## config.mk

```make
export PLATFORM = sky130hd
export DESIGN_NAME = ex_stage
export DESIGN_NICKNAME = d
export VERILOG_FILES = /design/src/verilog/ex_pkg.sv /design/src/verilog/alu.sv /design/src/verilog/branch_unit.sv /design/src/verilog/csr_buffer.sv /design/src/verilog/multiplier.sv /design/src/verilog/ex_stage.sv
export SDC_FILE = /design/constraint.sdc
export NUM_CORES = 2
export LEC_CHECK = 0
export BUFFER_PORTS_ARGS = -buffer_cell sky130_fd_sc_hd__buf_2
export CAP_MARGIN = 20
export CORE_AREA = 2 2 305 307
export DETAILED_ROUTE_END_ITERATION = 7
export DIE_AREA = 0 0 307 309
export PLACE_DENSITY = 0.78
export SYNTH_ARGS = -nofsm -noshare
export SYNTH_HDL_FRONTEND = slang
export SYNTH_SLANG_ARGS = --single-unit
```

## constraint.sdc

```tcl
create_clock -name clk_i -period 10 [get_ports clk_i]
set_input_delay 2 -clock clk_i [delete_from_list [all_inputs] [get_ports clk_i]]
set_output_delay 2 -clock clk_i [all_outputs]
set_load 0.05 [all_outputs]
```

## src/verilog/ex_pkg.sv

```systemverilog
// Shared widths, operator encoding and payload structs for the execute stage.
// Widths are fixed by RV32; changing XLEN alone is not supported.

package ex_pkg;

    // ------------------------------------------------------------------------
    // Widths
    // ------------------------------------------------------------------------
    localparam int unsigned XLEN          = 32;
    localparam int unsigned TRANS_ID_BITS = 3;
    localparam int unsigned CSR_ADDR_BITS = 12;

    typedef logic [TRANS_ID_BITS-1:0] trans_id_t;
    typedef logic [XLEN-1:0]          xlen_t;

    // ------------------------------------------------------------------------
    // Operators
    // ------------------------------------------------------------------------
    typedef enum logic [4:0] {
        // Integer ALU
        ADD,
        SUB,
        AND,
        OR,
        XOR,
        SLL,
        SRL,
        SRA,
        SLT,
        SLTU,
        // Branch compares
        EQ,
        NE,
        LTS,
        GES,
        LTU,
        GEU,
        // Jumps
        JAL,
        JALR,
        // CSR access
        CSR_RW,
        CSR_RS,
        CSR_RC,
        // Multiplications
        MUL,
        MULH,
        MULHU
    } fu_op_e;

    // ------------------------------------------------------------------------
    // Payloads
    // ------------------------------------------------------------------------
    // Issued instruction slot
    typedef struct packed {
        fu_op_e    operator;
        xlen_t     operand_a;
        xlen_t     operand_b;
        xlen_t     imm;
        trans_id_t trans_id;
    } fu_data_t;

    // Front-end prediction attached to a control-flow instruction
    typedef struct packed {
        logic  taken;
        xlen_t predict_address;
    } branch_predict_t;

    // Resolution sent back to the front end
    typedef struct packed {
        logic  valid;
        xlen_t pc;
        xlen_t target_address;
        logic  is_taken;
        logic  is_mispredict;
    } bp_resolve_t;

    // Conditional compares only; jumps are not included
    function automatic logic is_branch_op(fu_op_e op);
        return op inside {EQ, NE, LTS, GES, LTU, GEU};
    endfunction

    function automatic logic is_csr_op(fu_op_e op);
        return op inside {CSR_RW, CSR_RS, CSR_RC};
    endfunction

endpackage

```

## src/verilog/alu.sv

```systemverilog
// Single-cycle integer ALU with the branch compare flag.
// Purely combinational; shift amounts use operand_b[4:0] only.
`timescale 1ns/100ps

module alu (
    input  ex_pkg::fu_data_t fu_data_i,
    output ex_pkg::xlen_t    result_o,
    output logic             branch_res_o
);

    import ex_pkg::*;

    xlen_t      op_a;
    xlen_t      op_b;
    logic [4:0] shamt;

    // Shared compare results for set-less-than and branches
    logic       equal;
    logic       less_signed;
    logic       less_unsigned;

    assign op_a  = fu_data_i.operand_a;
    assign op_b  = fu_data_i.operand_b;
    assign shamt = op_b[4:0];

    assign equal         = (op_a == op_b);
    assign less_signed   = ($signed(op_a) < $signed(op_b));
    assign less_unsigned = (op_a < op_b);

    // ------------------------------------------------------------------------
    // Result
    // ------------------------------------------------------------------------
    always_comb begin
        result_o = '0;
        case (fu_data_i.operator)
            ADD:  result_o = op_a + op_b;
            SUB:  result_o = op_a - op_b;
            AND:  result_o = op_a & op_b;
            OR:   result_o = op_a | op_b;
            XOR:  result_o = op_a ^ op_b;
            SLL:  result_o = op_a << shamt;
            SRL:  result_o = op_a >> shamt;
            SRA:  result_o = xlen_t'($signed(op_a) >>> shamt);
            SLT:  result_o = {{(XLEN-1){1'b0}}, less_signed};
            SLTU: result_o = {{(XLEN-1){1'b0}}, less_unsigned};
            default: begin
                // CSR write data passes straight through
                if (is_csr_op(fu_data_i.operator)) begin
                    result_o = op_a;
                end
            end
        endcase
    end

    // ------------------------------------------------------------------------
    // Branch compare
    // ------------------------------------------------------------------------
    always_comb begin
        branch_res_o = 1'b0;
        if (is_branch_op(fu_data_i.operator)) begin
            case (fu_data_i.operator)
                EQ:      branch_res_o = equal;
                NE:      branch_res_o = ~equal;
                LTS:     branch_res_o = less_signed;
                GES:     branch_res_o = ~less_signed;
                LTU:     branch_res_o = less_unsigned;
                GEU:     branch_res_o = ~less_unsigned;
                default: branch_res_o = 1'b0;
            endcase
        end
    end

endmodule

```

## src/verilog/branch_unit.sv

```systemverilog
// Branch target, link address and prediction check, all combinational.
// Compare outcome comes from the ALU; misaligned targets raise no exception.
`timescale 1ns/100ps

module branch_unit (
    input  ex_pkg::fu_data_t        fu_data_i,
    input  ex_pkg::xlen_t           pc_i,
    input  logic                    is_compressed_instr_i,
    input  logic                    branch_valid_i,
    input  logic                    branch_comp_res_i,
    input  ex_pkg::branch_predict_t branch_predict_i,
    output ex_pkg::xlen_t           branch_result_o,
    output ex_pkg::bp_resolve_t     resolved_branch_o,
    output logic                    resolve_branch_o
);

    import ex_pkg::*;

    logic  is_jump;
    logic  is_jalr;
    logic  taken;
    xlen_t target;
    xlen_t link_addr;
    xlen_t base;

    assign is_jalr = (fu_data_i.operator == JALR);
    assign is_jump = (fu_data_i.operator == JAL) | is_jalr;

    // JALR is register relative, everything else is PC relative
    assign base = is_jalr ? fu_data_i.operand_a : pc_i;

    always_comb begin
        target = base + fu_data_i.imm;
        if (is_jalr) begin
            target[0] = 1'b0;
        end
    end

    assign link_addr = is_compressed_instr_i ? (pc_i + xlen_t'(2)) : (pc_i + xlen_t'(4));

    assign taken = is_jump | (is_branch_op(fu_data_i.operator) & branch_comp_res_i);

    // Written back as rd for jumps
    assign branch_result_o = link_addr;

    // ------------------------------------------------------------------------
    // Resolution
    // ------------------------------------------------------------------------
    always_comb begin
        resolved_branch_o.valid          = branch_valid_i;
        resolved_branch_o.pc             = pc_i;
        resolved_branch_o.is_taken       = taken;
        // Fall-through address when not taken
        resolved_branch_o.target_address = taken ? target : link_addr;
        resolved_branch_o.is_mispredict  = 1'b0;
        if (branch_valid_i) begin
            if (taken != branch_predict_i.taken) begin
                resolved_branch_o.is_mispredict = 1'b1;
            end else if (taken && (target != branch_predict_i.predict_address)) begin
                resolved_branch_o.is_mispredict = 1'b1;
            end
        end
    end

    assign resolve_branch_o = branch_valid_i;

endmodule

```

## src/verilog/csr_buffer.sv

```systemverilog
// Single-entry CSR address buffer; blocks further CSR issue until commit.
// Write data is not stored here because the commit stage reapplies operand_a.
`timescale 1ns/100ps

module csr_buffer (
    input  logic                               clk_i,
    input  logic                               rst_ni,
    input  logic                               flush_i,
    input  ex_pkg::fu_data_t                   fu_data_i,
    input  logic                               csr_valid_i,
    input  logic                               csr_commit_i,
    output logic                               csr_ready_o,
    output ex_pkg::xlen_t                      csr_result_o,
    output logic [ex_pkg::CSR_ADDR_BITS-1:0]   csr_addr_o
);

    import ex_pkg::*;

    logic                     valid_q;
    logic [CSR_ADDR_BITS-1:0] addr_q;

    // Commit frees the entry in the same cycle
    assign csr_ready_o  = ~valid_q | csr_commit_i;
    assign csr_result_o = fu_data_i.operand_a;
    assign csr_addr_o   = addr_q;

    always_ff @(posedge clk_i or negedge rst_ni) begin
        if (!rst_ni) begin
            valid_q <= 1'b0;
            addr_q  <= '0;
        end else begin
            if (flush_i) begin
                valid_q <= 1'b0;
            end else if (csr_valid_i) begin
                valid_q <= 1'b1;
                addr_q  <= fu_data_i.imm[CSR_ADDR_BITS-1:0];
            end else if (csr_commit_i) begin
                valid_q <= 1'b0;
            end
        end
    end

endmodule

```

## src/verilog/multiplier.sv

```systemverilog
// 32x32 multiplier with one register stage that accepts an operation every cycle.
// MULHSU is not supported.
`timescale 1ns/100ps

module multiplier (
    input  logic              clk_i,
    input  logic              rst_ni,
    input  logic              flush_i,
    input  logic              mult_valid_i,
    input  ex_pkg::fu_data_t  fu_data_i,
    output ex_pkg::xlen_t     result_o,
    output logic              mult_valid_o,
    output ex_pkg::trans_id_t mult_trans_id_o
);

    import ex_pkg::*;

    logic                   sign_ext;
    logic signed [XLEN:0]   mul_a;
    logic signed [XLEN:0]   mul_b;
    logic [2*XLEN-1:0]      product;

    logic [2*XLEN-1:0]      product_q;
    logic                   sel_high_q;
    trans_id_t              trans_id_q;
    logic                   valid_q;

    // Only MULH treats operands as signed
    assign sign_ext = (fu_data_i.operator == MULH);
    assign mul_a    = {sign_ext & fu_data_i.operand_a[XLEN-1], fu_data_i.operand_a};
    assign mul_b    = {sign_ext & fu_data_i.operand_b[XLEN-1], fu_data_i.operand_b};
    // Low 64 bits of the signed 33x33 product
    assign product  = mul_a * mul_b;

    // ------------------------------------------------------------------------
    // Result stage
    // ------------------------------------------------------------------------
    always_ff @(posedge clk_i or negedge rst_ni) begin
        if (!rst_ni) begin
            valid_q <= 1'b0;
        end else begin
            valid_q <= mult_valid_i & ~flush_i;
        end
    end

    always_ff @(posedge clk_i) begin
        product_q  <= product;
        sel_high_q <= (fu_data_i.operator == MULH) | (fu_data_i.operator == MULHU);
        trans_id_q <= fu_data_i.trans_id;
    end

    assign result_o        = sel_high_q ? product_q[2*XLEN-1:XLEN] : product_q[XLEN-1:0];
    assign mult_valid_o    = valid_q;
    assign mult_trans_id_o = trans_id_q;

endmodule

```

## src/verilog/ex_stage.sv

```systemverilog
// Fixed-latency execute units sharing one issue slot and one write-back port.
// Issuer must leave the cycle after a multiply free of other issues.
`timescale 1ns/100ps

module ex_stage (
    input  logic                               clk_i,
    input  logic                               rst_ni,
    input  logic                               flush_i,
    input  ex_pkg::fu_data_t                   fu_data_i,
    input  ex_pkg::xlen_t                      pc_i,
    input  logic                               is_compressed_instr_i,
    input  logic                               alu_valid_i,
    input  logic                               branch_valid_i,
    input  ex_pkg::branch_predict_t            branch_predict_i,
    input  logic                               csr_valid_i,
    input  logic                               csr_commit_i,
    input  logic                               mult_valid_i,
    output ex_pkg::xlen_t                      flu_result_o,
    output ex_pkg::trans_id_t                  flu_trans_id_o,
    output logic                               flu_valid_o,
    output logic                               flu_ready_o,
    output ex_pkg::bp_resolve_t                resolved_branch_o,
    output logic                               resolve_branch_o,
    output logic [ex_pkg::CSR_ADDR_BITS-1:0]   csr_addr_o
);

    import ex_pkg::*;

    fu_data_t  alu_data;
    fu_data_t  mult_data;

    xlen_t     alu_result;
    logic      alu_branch_res;
    xlen_t     branch_result;
    xlen_t     csr_result;
    logic      csr_ready;
    xlen_t     mult_result;
    logic      mult_valid;
    trans_id_t mult_trans_id;

    // ------------------------------------------------------------------------
    // Input silencing
    // ------------------------------------------------------------------------
    assign alu_data  = (alu_valid_i | branch_valid_i) ? fu_data_i : '0;
    assign mult_data = mult_valid_i ? fu_data_i : '0;

    // ------------------------------------------------------------------------
    // Units
    // ------------------------------------------------------------------------
    alu i_alu (
        .fu_data_i    (alu_data),
        .result_o     (alu_result),
        .branch_res_o (alu_branch_res)
    );

    // Target adder sees the raw slot and stays off the gating path
    branch_unit i_branch_unit (
        .fu_data_i             (fu_data_i),
        .pc_i                  (pc_i),
        .is_compressed_instr_i (is_compressed_instr_i),
        .branch_valid_i        (branch_valid_i),
        .branch_comp_res_i     (alu_branch_res),
        .branch_predict_i      (branch_predict_i),
        .branch_result_o       (branch_result),
        .resolved_branch_o     (resolved_branch_o),
        .resolve_branch_o      (resolve_branch_o)
    );

    csr_buffer i_csr_buffer (
        .clk_i        (clk_i),
        .rst_ni       (rst_ni),
        .flush_i      (flush_i),
        .fu_data_i    (fu_data_i),
        .csr_valid_i  (csr_valid_i),
        .csr_commit_i (csr_commit_i),
        .csr_ready_o  (csr_ready),
        .csr_result_o (csr_result),
        .csr_addr_o   (csr_addr_o)
    );

    multiplier i_multiplier (
        .clk_i           (clk_i),
        .rst_ni          (rst_ni),
        .flush_i         (flush_i),
        .mult_valid_i    (mult_valid_i),
        .fu_data_i       (mult_data),
        .result_o        (mult_result),
        .mult_valid_o    (mult_valid),
        .mult_trans_id_o (mult_trans_id)
    );

    // ------------------------------------------------------------------------
    // Write-back
    // ------------------------------------------------------------------------
    assign flu_valid_o = alu_valid_i | branch_valid_i | csr_valid_i | mult_valid;
    assign flu_ready_o = csr_ready;

    always_comb begin
        // Link address by default
        flu_result_o   = branch_result;
        flu_trans_id_o = fu_data_i.trans_id;
        if (alu_valid_i) begin
            flu_result_o = alu_result;
        end else if (csr_valid_i) begin
            flu_result_o = csr_result;
        end else if (mult_valid) begin
            flu_result_o   = mult_result;
            flu_trans_id_o = mult_trans_id;
        end
    end

endmodule

```

==> summary.md <==
| Metric | Value |
|---|---|
| Status | complete, but fails checks |
| Violated checks | design-rule violations |
| Commonest non-fill, non-tap cell in the layout | inv_1 |
| First-pass GRT wire length | 328,000 um |
| Initial core utilization | 59.5% |
| Area grow syn2layout | 12.6% |
| Tmin final | 9.81 ns |
| Peak Freq | 0.102 GHz |
| Cell count after synthesis | 6,585 |
| Post-DR wirelength/cell | 26.9 um |
| Crit-path most repeated cell | fa_1 |
| Initial DRC count | 6,675 |
| Core outline area | 91,400 um2 |
| Total clock sinks | 82 |
| Max_cap viols | 0 |
| Hold crit path type | reg2reg |
| Total Wirelength | 220,000 um |
| Worst setup path class | in2reg |
| CP Capture Type | flop |
| Post-DP HPWL | 179,000 um |
| Synthesized flop and latch total | 82 |
| Worst Hold Depth | 1 |
| GRT Residual Overflow | 0 |
| Via count | 51.8k |
| Netlist cell types | 91 |
| Worst Hold End | i_csr_buffer.csr_addr_o[10] |
| CTS buffer count | 9 |
| Fin. max-slew vios | 0 |
| Peak supply drop | 0.00117 V |
| CP Launch Type | input port |
| Die Wd | 307 um |
| Initial antenna violation count | 21 |
| Worst path bufs/invs | 9 |
| GPL Wtd Cong | 1.07 |
| Placed cell areas | 60,700 um2 |
| Synthesized netlist net count | 8,233 |
| Vias per Instance | 6.33 |
| Hold slack final | 0.508 ns |
| Die span in y | 309 um |
| CTS root buf | clkbuf_16 |
| Critical Path Stages | 29 |
| Area share of the largest cell type after synthesis | 41.5% |
| CP max stage delay | 0.55 ns |
| Area of the die | 94,900 um2 |
| Synthesized cell area | 54,400 um2 |
| Worst-Margin Slew | 1.24 ns |
| Nets | 8,624 |
| Synth async-reset ratio | 17.1% |
| Reg clk slew, reported paths | 0.08 ns |
| Hold-fix buffers, CTS | 0 |
| Top_reg_cell synth | dfxtp_1 |
| FF-to-FF End | i_csr_buffer.csr_addr_o[7] |
| Setup violators final | 0 |
| Residual DRC count | 4 |
| Post-route clock skew | 0 ns |
| Most frequent cells in the layout | inv_1 (1,229), fa_1 (1,125), nand2_1 (962), buf_4 (539), and3_1 (351) |
| Site row count | 111 |
| Finished Core Util | 67.0% |
| Critical path arrival | 10.11 ns |
| Tcrit/Tclk final | 98.1% |
| Vias in the first global route | 52.9k |
| Maximum fanout along the worst path | 30 |
| Relative slew margins | 16.5% |
| Post-synth top area cell | fa_1 |
| Pre-CTS setup slack | -0.502 ns |
| R2R Setup Slk | 9.22 ns |
| Synth area leaders | fa_1 (42%), inv_1 (8.5%), ha_1 (7.9%) |
| Register area share after synthesis | 3.15% |
| Crit-path leading delay family | adder cells |
| Max clock buf depth | 2 |
| I/O pins | 295 |
| Power per Cell Area | 370 nW/um2 |
| Final worst slack | 0.192 ns |
| Reg2Reg Depth | 1 |
| Design Power | 22.6 mW |
| Antenna Nets Post-Route | 0 |
| Hold_sp | i_csr_buffer.csr_addr_o[10] |
| All-Layer GR Usage | 46.6% |
| Lkg Pwr | 30.3 nW |
| Fraction of layout cells with a size suffix above 1 | 15.1% |
| RR Startpoint | i_csr_buffer.csr_addr_o[7] |
| CTS tree | done |
| Largest net degree at the start of global routing | 88 |
| Yosys warning count | 0 |
| H-tree depth | 3 |
| Final Hold Viols | 0 |
| Critical-path top delay cell | fa_1 |
| 1st-pass router iterations | 8 |
| EDFF count, synth | 0 |
| Clock Latency Late Sink | 0.40 ns |
| Design area | 61,300 um2 |
| PortBufs | 294 |
| Mean cell area of the mapped netlist | 8.26 um2 |
| Worst EP required | 10.30 ns |
through the flow:
step,cells,setup TNS (ns)
2_1_floorplan,6585,0
3_3_place_gp,8143,-2.84
3_5_place_dp,8144,-4.14
4_1_cts,8161,0
5_1_grt,8169,-0.0105
6_report,8183,0
cells in the mapped netlist, drive strengths merged, types with 22 or more instances:
library cell	n
o211ai	34
xor2	51
nor3	57
ha	342
o21ai	179
nand2	966
clkbuf	418
a31oi	36
nor2b	37
a211oi	98
o22ai	24
mux2i	62
o21bai	22
mux2	57
xnor2	100
o221ai	24
buf	96
nand2b	34
mux4	28
a21oi	261
and2	94
fa	1128
inv	1234
nor2	260
nand3	122
and3	352
dfxtp	68
nand4	26
a21o	66
area by class of cell:
cell class,instances,area [um2]
flip-flops and latches,82,1710
well taps,1186,1480
clock inverters,6,48.8
diodes,16,40.0
inverters,1236,4640
clock buffers,10,229
multi-input cells,4753,46100
fillers,7584,30100
repair buffers,894,7010
kinds of logic after synthesis:
| group | after synthesis | share of synthesized area (%) |
|---|---|---|
| buffers and inverters | 1750 | 12.4 |
| AOI/OAI and AO/OA | 951 | 11.5 |
| adders and majority gates | 1470 | 49.4 |
| DFF | 82 | 3.15 |
| and+or+nand+nor | 2026 | 17.3 |
| muxes | 147 | 3.48 |
| xor gates and xnor gates | 159 | 2.77 |
state kept, by name, indices dropped and copies added, names as in the netlist:
| signal | flops |
|---|---|
| i_csr_buffer.csr_addr_o | 12 |
| i_multiplier.sel_high_q | 1 |
| i_multiplier.mult_trans_id_o | 3 |
| i_csr_buffer.valid_q | 1 |
| i_multiplier.mult_valid_o | 1 |
| i_multiplier.product_q | 64 |
what timing repair did:
item                                    4_1_cts  5_1_grt
resized for setup                             4       38
gates cloned                                  0        3
pin swaps                                     0       15
endpoints found under the setup margin        1       16
setup buffers                                 1        3
how the worst max path moves through the flow:
| stage | from | to | slack (ns) |
|---|---|---|---|
| 2_1_floorplan | fu_data_i[100] | i_multiplier.product_q[58] | 0.003 |
| 3_3_place_gp | mult_valid_i | i_multiplier.product_q[58] | -0.39 |
| 3_5_place_dp | fu_data_i[102] | i_multiplier.product_q[58] | -0.50 |
| 4_1_cts | fu_data_i[102] | i_multiplier.product_q[58] | 0.0006 |
| 5_1_grt | fu_data_i[102] | i_multiplier.product_q[58] | -0.007 |
| 6_report | mult_valid_i | i_multiplier.product_q[58] | 0.19 |
report_power, final:
group / internal [mW] / switching, mW
logic: 9.65 / 11.8
registers: 0.679 / 0.130
clock network: 0.171 / 0.188
total: 10.5 / 12.1
layer usage:
layer / vias up / routed length [um] / GRT usage [%]
met2: 3883 / 92400 / 68.0
met5: - / 132 / 0
met3: 904 / 31100 / 15.3
li1: 21611 / - / -
met4: 20 / 17100 / 29.7
met1: 25405 / 79200 / 59.9
(Power assumes the default switching activity.)
